$ cat config.mk
export PLATFORM = sky130hd
export DESIGN_NAME = uart_top
export DESIGN_NICKNAME = d
export VERILOG_FILES = /design/src/uart_pkg.sv /design/src/uart_regs.sv /design/src/uart_baud_timer.sv /design/src/uart_fifo.sv /design/src/uart_tx.sv /design/src/uart_rx.sv /design/src/uart_top.sv
export SDC_FILE = /design/constraint.sdc
export NUM_CORES = 1
export LEC_CHECK = 0
export CORE_ASPECT_RATIO = 1.4
export CORE_MARGIN = 5
export CORE_UTILIZATION = 35
export DETAILED_ROUTE_END_ITERATION = 12
export DONT_BUFFER_PORTS = 1
export PLACE_DENSITY = 0.51
export RECOVER_POWER = 50
export SLEW_MARGIN = 20
export SYNTH_ARGS = -nofsm -noshare
export SYNTH_HDL_FRONTEND = slang
export SYNTH_SLANG_ARGS = --single-unit
$ cat constraint.sdc
create_clock -name clk -period 4 [get_ports clk]
set_clock_uncertainty 0.05 [all_clocks]
set_input_delay 0.6 -clock clk [delete_from_list [all_inputs] [get_ports clk]]
set_output_delay 0.6 -clock clk [all_outputs]
set_load 0.01 [all_outputs]
$ cat src/uart_pkg.sv
package uart_pkg;

   // Register offsets from the base address of the block.
   localparam logic [7:0] addr_data     = 8'd0;
   localparam logic [7:0] addr_control  = 8'd1;
   localparam logic [7:0] addr_status   = 8'd2;
   localparam logic [7:0] addr_irq_mask = 8'd3;
   localparam logic [7:0] addr_irq      = 8'd4;
   localparam logic [7:0] addr_div_lo   = 8'd5;
   localparam logic [7:0] addr_div_hi   = 8'd6;

   localparam int fifo_depth = 16;

   // Timer ticks per serial bit.
   localparam int oversample = 16;

   typedef struct packed {
      logic [6:0] reserved;
      logic       enable;
   } control_t;

   typedef struct packed {
      logic [1:0] zero;
      logic       tx_full;
      logic       tx_half;
      logic       tx_present;
      logic       rx_full;
      logic       rx_half;
      logic       rx_present;
   } status_t;

   // Shared layout of the interrupt mask and pending registers.
   typedef struct packed {
      logic frame_error;
      logic tx_empty;
      logic rx_ready;
   } irq_t;

   typedef struct packed {
      logic       frame_error;
      logic [7:0] data;
   } rx_frame_t;

endpackage

$ cat src/uart_regs.sv
`timescale 1ns/10ps

module uart_regs #(
   parameter logic [7:0] base_address = 8'h00
) (
   input  logic                clk,
   input  logic                rst,
   input  logic [7:0]          port_id,
   input  logic [7:0]          data_in,
   input  logic                read_strobe,
   input  logic                write_strobe,
   output logic [7:0]          data_out,
   output logic                interrupt,
   output logic                tx_push,
   output logic [7:0]          tx_byte,
   output logic                rx_pop,
   input  uart_pkg::rx_frame_t rx_head,
   input  uart_pkg::status_t   status,
   input  logic                frame_error,
   output logic                enable,
   output logic [15:0]         clock_divide
);

   uart_pkg::control_t control;
   uart_pkg::irq_t     irq_mask;
   uart_pkg::irq_t     irq_pending;
   uart_pkg::irq_t     irq_set;
   uart_pkg::irq_t     irq_clear;
   logic [7:0]         offset;
   logic               tx_present_d;

   // Offsets wrap modulo 256, so only base..base+6 land on a register.
   assign offset = port_id - base_address;
   assign enable = control.enable;

   always_comb begin
      irq_set.rx_ready    = status.rx_present;
      irq_set.tx_empty    = tx_present_d && !status.tx_present;
      irq_set.frame_error = frame_error;
   end

   assign irq_clear = (write_strobe && offset == uart_pkg::addr_irq) ?
                      uart_pkg::irq_t'(data_in[2:0]) : uart_pkg::irq_t'(3'b000);

   always_ff @(posedge clk) begin
      if (rst) begin
         control      <= '0;
         irq_mask     <= '0;
         clock_divide <= '0;
         tx_push      <= 1'b0;
      end else begin
         tx_push <= write_strobe && (offset == uart_pkg::addr_data);
         if (write_strobe) begin
            case (offset)
               uart_pkg::addr_control:  control <= uart_pkg::control_t'(data_in);
               uart_pkg::addr_irq_mask: irq_mask <= uart_pkg::irq_t'(data_in[2:0]);
               uart_pkg::addr_div_lo:   clock_divide[7:0] <= data_in;
               uart_pkg::addr_div_hi:   clock_divide[15:8] <= data_in;
               default: ;
            endcase
         end
      end
   end

   always_ff @(posedge clk) begin
      if (write_strobe) begin
         tx_byte <= data_in;
      end
   end

   // An empty receive FIFO reads as zero.
   always_ff @(posedge clk) begin
      if (rst) begin
         data_out <= '0;
         rx_pop   <= 1'b0;
      end else begin
         rx_pop <= read_strobe && (offset == uart_pkg::addr_data);
         if (read_strobe) begin
            case (offset)
               uart_pkg::addr_data:
                  data_out <= status.rx_present ? rx_head.data : 8'h00;
               uart_pkg::addr_control:  data_out <= control;
               uart_pkg::addr_status:   data_out <= status;
               uart_pkg::addr_irq_mask: data_out <= {5'b00000, irq_mask};
               uart_pkg::addr_irq:      data_out <= {5'b00000, irq_pending};
               uart_pkg::addr_div_lo:   data_out <= clock_divide[7:0];
               uart_pkg::addr_div_hi:   data_out <= clock_divide[15:8];
               default:                 data_out <= 8'h00;
            endcase
         end
      end
   end

   // A new event wins over a clear written in the same cycle.
   always_ff @(posedge clk) begin
      if (rst) begin
         irq_pending  <= '0;
         tx_present_d <= 1'b0;
         interrupt    <= 1'b0;
      end else begin
         irq_pending  <= (irq_pending & ~irq_clear) | irq_set;
         tx_present_d <= status.tx_present;
         interrupt    <= |(irq_pending & irq_mask);
      end
   end

   a_strobes_exclusive: assert property (
      @(posedge clk) disable iff (rst) !(read_strobe && write_strobe)
   ) else $error("read_strobe and write_strobe asserted together");

endmodule

$ cat src/uart_baud_timer.sv
`timescale 1ns/10ps

module uart_baud_timer (
   input  logic        clk,
   input  logic        rst,
   input  logic        enable,
   input  logic [15:0] clock_divide,
   output logic        tick
);

   logic [15:0] count;

   // The count runs from clock_divide down to zero, so a tick comes
   // every clock_divide+1 cycles.
   always_ff @(posedge clk) begin
      if (rst) begin
         count <= '0;
         tick  <= 1'b0;
      end else if (!enable) begin
         count <= clock_divide;
         tick  <= 1'b0;
      end else if (count == 16'd0) begin
         count <= clock_divide;
         tick  <= 1'b1;
      end else begin
         count <= count - 16'd1;
         tick  <= 1'b0;
      end
   end

endmodule

$ cat src/uart_fifo.sv
`timescale 1ns/10ps

module uart_fifo #(
   parameter type payload_t = logic [7:0],
   parameter int  depth     = uart_pkg::fifo_depth
) (
   input  logic     clk,
   input  logic     rst,
   input  logic     push,
   input  payload_t wdata,
   input  logic     pop,
   output payload_t rdata,
   output logic     present,
   output logic     half,
   output logic     full
);

   localparam int aw = $clog2(depth);
   localparam int cw = $clog2(depth + 1);

   payload_t      mem [depth];
   logic [aw-1:0] wr_ptr;
   logic [aw-1:0] rd_ptr;
   logic [cw-1:0] count;
   logic          do_push;
   logic          do_pop;

   assign do_pop  = pop && present;
   // A full FIFO still takes a push when the head leaves in the same cycle.
   assign do_push = push && (!full || do_pop);

   always_ff @(posedge clk) begin
      if (do_push) begin
         mem[wr_ptr] <= wdata;
      end
   end

   always_ff @(posedge clk) begin
      if (rst) begin
         wr_ptr <= '0;
         rd_ptr <= '0;
         count  <= '0;
      end else begin
         if (do_push) begin
            wr_ptr <= (wr_ptr == aw'(depth - 1)) ? '0 : wr_ptr + 1'b1;
         end
         if (do_pop) begin
            rd_ptr <= (rd_ptr == aw'(depth - 1)) ? '0 : rd_ptr + 1'b1;
         end
         case ({do_push, do_pop})
            2'b10:   count <= count + 1'b1;
            2'b01:   count <= count - 1'b1;
            default: count <= count;
         endcase
      end
   end

   assign rdata   = mem[rd_ptr];
   assign present = (count != '0);
   assign half    = (count >= cw'(depth / 2));
   assign full    = (count == cw'(depth));

   a_no_overflow: assert property (
      @(posedge clk) disable iff (rst) (push && full) |-> pop
   ) else $error("push to a full FIFO without a pop, item dropped");

endmodule

$ cat src/uart_tx.sv
`timescale 1ns/10ps

module uart_tx (
   input  logic       clk,
   input  logic       rst,
   input  logic       tick,
   input  logic       tx_present,
   input  logic [7:0] tx_byte,
   output logic       tx_pop,
   output logic       txd
);

   localparam int tw = $clog2(uart_pkg::oversample);

   typedef enum logic [1:0] {idle, start, data, stop} state_t;

   state_t        state;
   logic [tw-1:0] tick_cnt;
   logic [2:0]    bit_cnt;
   logic [7:0]    shift;
   logic          bit_done;

   assign bit_done = tick && (tick_cnt == tw'(uart_pkg::oversample - 1));

   always_ff @(posedge clk) begin
      if (rst) begin
         state    <= idle;
         tick_cnt <= '0;
         bit_cnt  <= '0;
         tx_pop   <= 1'b0;
         txd      <= 1'b1;
      end else begin
         tx_pop <= 1'b0;
         if (state != idle && tick) begin
            tick_cnt <= bit_done ? '0 : tick_cnt + 1'b1;
         end
         case (state)
            idle: begin
               if (tick && tx_present) begin
                  state    <= start;
                  tx_pop   <= 1'b1;
                  shift    <= tx_byte;
                  tick_cnt <= '0;
                  txd      <= 1'b0;
               end
            end
            start: begin
               if (bit_done) begin
                  state   <= data;
                  bit_cnt <= '0;
                  txd     <= shift[0];
                  shift   <= shift >> 1;
               end
            end
            data: begin
               if (bit_done) begin
                  if (bit_cnt == 3'd7) begin
                     state <= stop;
                     txd   <= 1'b1;
                  end else begin
                     bit_cnt <= bit_cnt + 3'd1;
                     txd     <= shift[0];
                     shift   <= shift >> 1;
                  end
               end
            end
            stop: begin
               // Next byte follows straight on, without an idle bit.
               if (bit_done) begin
                  if (tx_present) begin
                     state  <= start;
                     tx_pop <= 1'b1;
                     shift  <= tx_byte;
                     txd    <= 1'b0;
                  end else begin
                     state <= idle;
                  end
               end
            end
            default: state <= idle;
         endcase
      end
   end

endmodule

$ cat src/uart_rx.sv
`timescale 1ns/10ps

module uart_rx (
   input  logic                clk,
   input  logic                rst,
   input  logic                tick,
   input  logic                enable,
   input  logic                rxd,
   output logic                rx_push,
   output uart_pkg::rx_frame_t rx_frame,
   output logic                frame_error
);

   localparam int tw = $clog2(uart_pkg::oversample);

   typedef enum logic [1:0] {idle, start, data, stop} state_t;

   state_t        state;
   logic          rxd_meta;
   logic          rxd_sync;
   logic [tw-1:0] tick_cnt;
   logic [2:0]    bit_cnt;
   logic [7:0]    shift;
   logic          mid_start;
   logic          mid_bit;

   // Start is rechecked half a bit in; later samples then fall at mid-bit.
   assign mid_start = tick && (tick_cnt == tw'(uart_pkg::oversample / 2 - 1));
   assign mid_bit   = tick && (tick_cnt == tw'(uart_pkg::oversample - 1));

   always_ff @(posedge clk) begin
      if (rst) begin
         rxd_meta <= 1'b1;
         rxd_sync <= 1'b1;
      end else begin
         rxd_meta <= rxd;
         rxd_sync <= rxd_meta;
      end
   end

   always_ff @(posedge clk) begin
      if (rst) begin
         state       <= idle;
         tick_cnt    <= '0;
         bit_cnt     <= '0;
         rx_push     <= 1'b0;
         frame_error <= 1'b0;
      end else begin
         rx_push     <= 1'b0;
         frame_error <= 1'b0;
         if (state != idle && tick) begin
            tick_cnt <= tick_cnt + 1'b1;
         end
         if (!enable) begin
            state <= idle;
         end else begin
            case (state)
               idle: begin
                  if (tick && !rxd_sync) begin
                     state    <= start;
                     tick_cnt <= '0;
                  end
               end
               start: begin
                  if (mid_start) begin
                     tick_cnt <= '0;
                     bit_cnt  <= '0;
                     state    <= rxd_sync ? idle : data;
                  end
               end
               data: begin
                  if (mid_bit) begin
                     shift   <= {rxd_sync, shift[7:1]};
                     bit_cnt <= bit_cnt + 3'd1;
                     if (bit_cnt == 3'd7) begin
                        state <= stop;
                     end
                  end
               end
               stop: begin
                  if (mid_bit) begin
                     rx_push              <= 1'b1;
                     rx_frame.data        <= shift;
                     rx_frame.frame_error <= !rxd_sync;
                     frame_error          <= !rxd_sync;
                     state                <= idle;
                  end
               end
               default: state <= idle;
            endcase
         end
      end
   end

endmodule

$ cat src/uart_top.sv
`timescale 1ns/10ps

module uart_top #(
   parameter logic [7:0] base_address = 8'h00,
   parameter int         fifo_depth   = uart_pkg::fifo_depth
) (
   input  logic       clk,
   input  logic       rst,
   input  logic [7:0] port_id,
   input  logic [7:0] data_in,
   input  logic       read_strobe,
   input  logic       write_strobe,
   output logic [7:0] data_out,
   output logic       interrupt,
   input  logic       rxd,
   output logic       txd
);

   uart_pkg::status_t   status;
   uart_pkg::rx_frame_t rx_frame;
   uart_pkg::rx_frame_t rx_head;
   logic [7:0]          tx_wdata;
   logic [7:0]          tx_head;
   logic [15:0]         clock_divide;
   logic                tx_push;
   logic                tx_pop;
   logic                rx_push;
   logic                rx_pop;
   logic                tx_present;
   logic                tx_half;
   logic                tx_full;
   logic                rx_present;
   logic                rx_half;
   logic                rx_full;
   logic                frame_error;
   logic                enable;
   logic                tick;

   always_comb begin
      status.zero       = 2'b00;
      status.tx_full    = tx_full;
      status.tx_half    = tx_half;
      status.tx_present = tx_present;
      status.rx_full    = rx_full;
      status.rx_half    = rx_half;
      status.rx_present = rx_present;
   end

   uart_regs #(.base_address(base_address)) i_regs (
      .clk, .rst, .port_id, .data_in, .read_strobe, .write_strobe,
      .data_out, .interrupt, .tx_push, .tx_byte(tx_wdata), .rx_pop,
      .rx_head, .status, .frame_error, .enable, .clock_divide
   );

   uart_baud_timer i_baud_timer (
      .clk, .rst, .enable, .clock_divide, .tick
   );

   uart_fifo #(.payload_t(logic [7:0]), .depth(fifo_depth)) tx_fifo (
      .clk, .rst, .push(tx_push), .wdata(tx_wdata), .pop(tx_pop),
      .rdata(tx_head), .present(tx_present), .half(tx_half), .full(tx_full)
   );

   uart_fifo #(.payload_t(uart_pkg::rx_frame_t), .depth(fifo_depth)) rx_fifo (
      .clk, .rst, .push(rx_push), .wdata(rx_frame), .pop(rx_pop),
      .rdata(rx_head), .present(rx_present), .half(rx_half), .full(rx_full)
   );

   uart_tx i_tx (
      .clk, .rst, .tick, .tx_present, .tx_byte(tx_head), .tx_pop, .txd
   );

   uart_rx i_rx (
      .clk, .rst, .tick, .enable, .rxd, .rx_push, .rx_frame, .frame_error
   );

endmodule

==> results.toml <==
[cells_and_area]
final_cell_mix = "288 x edfxtp_1, 122 x nor2_1, 115 x dfxtp_1, 65 x mux4_2, 61 x nand2_1"
post-route-util_pct = 39.3
diodes = 0
nets = 1220
final_common_cell = "edfxtp_1"
drive_above_1_share_pct = 15.0
nFillCells = 4449
multiInputGateArea_mm2 = 0.00543
area_delta_synth_final_pct = 11.6
instances_no_fill = 1829
regArea_mm2 = 0.0110

[clock_network]
cts_buffers = 42
cts_resized = 0
postCtsSetupBuffers = 0
clk_path_buf_depth = 3
clkSinkCount = 405
cts_root_buf = "clkbuf_16"
cts_tree = "yes"
hold_buffers = 0
htreeDepth = 2
clk_pin_slew_ns = 0.06
clk_latency_ns = 0.55

[timing]
max_freq_ghz = 0.299
setup_viol_count_final = 0
slew_headroom_pct = 21.0
final-hold-violation-count = 0
final-max-slew-violation-count = 0
hold_slack_ns = 0.0723
grt_setup_unrepaired = "no"
worst_pin_slew_ns = 1.18
setup_tns_ns = 0
post-route-period-util_pct = 83.7
period_minus_slack_ns = 3.35

[detailed_routing]
route.vias.total = 9397
drt_pre_antenna_iters = 6
first_iter_violations = 446
wl_per_cell_um = 21.0
drt-vias-per-instance = 5.14
routed_wl_um = 38400
ant_nets = 0
drc = 0

[setup_path]
critPathLaunchType = "register"
worstReg2RegStart = "rx_fifo.count[1]"
cp_max_fo = 8
r2r_slack_ns = 0.65
cp.required_ns = 4.38
critPathKind = "reg2reg"
r2r_cells = 12
rr_endpoint = "rx_fifo.count[4]"
startpoint = "rx_fifo.count[1]"
end_kind = "register"
cp.arrival_ns = 3.73

[hold_path]
holdPathStages = 1
hold_class = "in2reg"
worstHoldEndpoint = "i_regs.clock_divide[11]"
hp-start = "rst"

[logic_synthesis]
ys_seq_elements = 405
yosysUniqueCellTypes = 75
synthAdderAreaFrac_pct = 2.44
synth_compound_area_share_pct = 6.66
yosysSeqAreaShare_pct = 65.1
synth_top_area_share_pct = 51.2
async_flop_share_pct = 0
synth_edf_count = 288
synth_top_family_by_area = "multiplexers"
synth_ff_type = "edfxtp_1"
synth_top_area_cell = "edfxtp_1"
syn-cell-area_mm2 = 0.0169
synth_xor_area_share_pct = 1.50
synth_warnings = 0
yosys.area_share.simple_pct = 9.69
synth_nets = 1208
netlist_instances = 1154
synth.mux.area_fraction_pct = 12.2
ys_top_cells_by_area = "edfxtp_1 51%, dfxtp_1 14%, mux4_2 8.7%, mux2i_1 3.0%, nor2_1 2.7%"
avgSynthCellArea_um2 = 14.6

[global_route]
grt_pass1_vias = 9886
met3_usage_pct = 2.67
grt_overflow_total = 0
top_usage_layer = "met2"
grt_pass1_wl_um = 59600
gr-usage-met1_pct = 17.1
met2_usage_pct = 26.4
grt_start_max_net_pins = 110
grt_antenna_before_repair = 0
grt_usage_pct = 14.5

[run_status]
status = "finished, final reports clean"

[place]
dp_cells = 1752
gp_congestion = 0.747
portBuffers = 0
dpl.hpwl_um = 25900

[floorplan]
die_w_um = 196
start_util_pct = 35.3
num_rows = 95
pin_count = 31
core_mm2 = 0.0479
die_area_mm2 = 0.0528
dieHeight_um = 270

[pwr]
leakage_nw = 6.07
ir_worst_vdd_mv = 0.336
cellPowerDensity_mw_per_mm2 = 451
power_w = 0.00851

[job]
max-cap-violations = 0
## Yosys cell counts (all sizes together) (3+ instances only)
library cell  instances
a22oi                16
nand2b               15
dfxtp               117
nand2                62
nor3                 20
xor2                 20
nand4                 9
nor4b                 3
and2                  4
nand3b                5
buf                  31
a21oi                36
nor2b                21
xnor2                 9
a21o                  4
inv                  33
mux4                 65
and3b                 4
clkbuf               25
a311o                 4
a211oi               26
o21ai                25
or3                   5
or2                   4
a2111oi               3
nand3                25
a31oi                 7
mux2                  7
nor2                122
mux2i                51
ha                   33
nor4                  9
a221oi               11
edfxtp              288
## layout make-up
cell class	count	area share, %
Clock buffer	59	6.42
Clock inverter	18	0.690
Inverter	33	0.657
Multi-Input combinational cell	660	28.8
Sequential cell	405	58.3
Tap cell	630	4.18
Timing Repair Buffer	24	0.916
## how the worst max path moves through the flow
stage / to / slack (ns) / depth (start not counted)
after floorplan: tx_fifo.count[4] / 0.91 / 14
final: rx_fifo.count[4] / 0.65 / 12
after CTS: rx_fifo.count[4] / 0.79 / 12
after detailed placement: rx_fifo.count[4] / 0.81 / 12
after global routing: rx_fifo.count[4] / 0.32 / 12
after global placement: tx_fifo.count[4] / 0.86 / 11
## sequential cells by signal, indices dropped and copies added (netlist names), 5 cells and up, named ones only
| register | count |
|---|---|
| rx_fifo.mem | 128 |
| tx_fifo.mem | 128 |
| i_baud_timer.count | 16 |
| i_regs.clock_divide | 16 |
| i_regs.data_out | 8 |
| i_regs.tx_byte | 8 |
| i_rx.rx_frame | 8 |
| i_rx.shift | 8 |
| i_tx.shift | 8 |
| i_regs.control | 7 |
| rx_fifo.count | 5 |
| tx_fifo.count | 5 |
## cell families (layout without fill, tap and decap cells)
logic type               count (synthesis)  after routing
adder cells (fa/ha/maj)                 33             33
AO/OA/AOI/OAI                          156            156
flip-flops                             405            405
buffers and inverters                   89            134
multiplexers                           123            123
XOR/XNOR                                29             29
AND/OR/NAND/NOR                        319            319
## power by group
part           total, W  switching (W)  internal [W]
Sequential      0.00456      0.0000472       0.00451
Combinational  0.000180       0.000115     0.0000649
Clock           0.00377        0.00164       0.00214
## per-layer routing
metal	vias to the layer above	part of all wire (%)
met1	4776	40
met4	0	3.1
met3	59	3.5
met2	131	53
met5	-	0
li1	4431	-
## worst max-delay path, stage by stage (launching register included)
cell and delay (ns):
dfxtp_1 0.38, nor4_1 0.48, nand2b_1 0.28, nand2_1 0.19, inv_1 0.08, ha_1 0.31
xor2_1 0.18, ha_1 0.25, o21a_1 0.17, o21ai_0 0.15, nand2b_1 0.08, a211oi_1 0.27
mux2_2 0.36
## through the flow
step | instance area (um2) | worst slack, ns
global placement | 17600 | 0.862
CTS | 18900 | 0.787
global route | 18800 | 0.316
finish | 18800 | 0.650
floorplan | 16900 | 0.905
detailed placement | 17600 | 0.815
No activity file was read; power rests on OpenSTA's default activity.
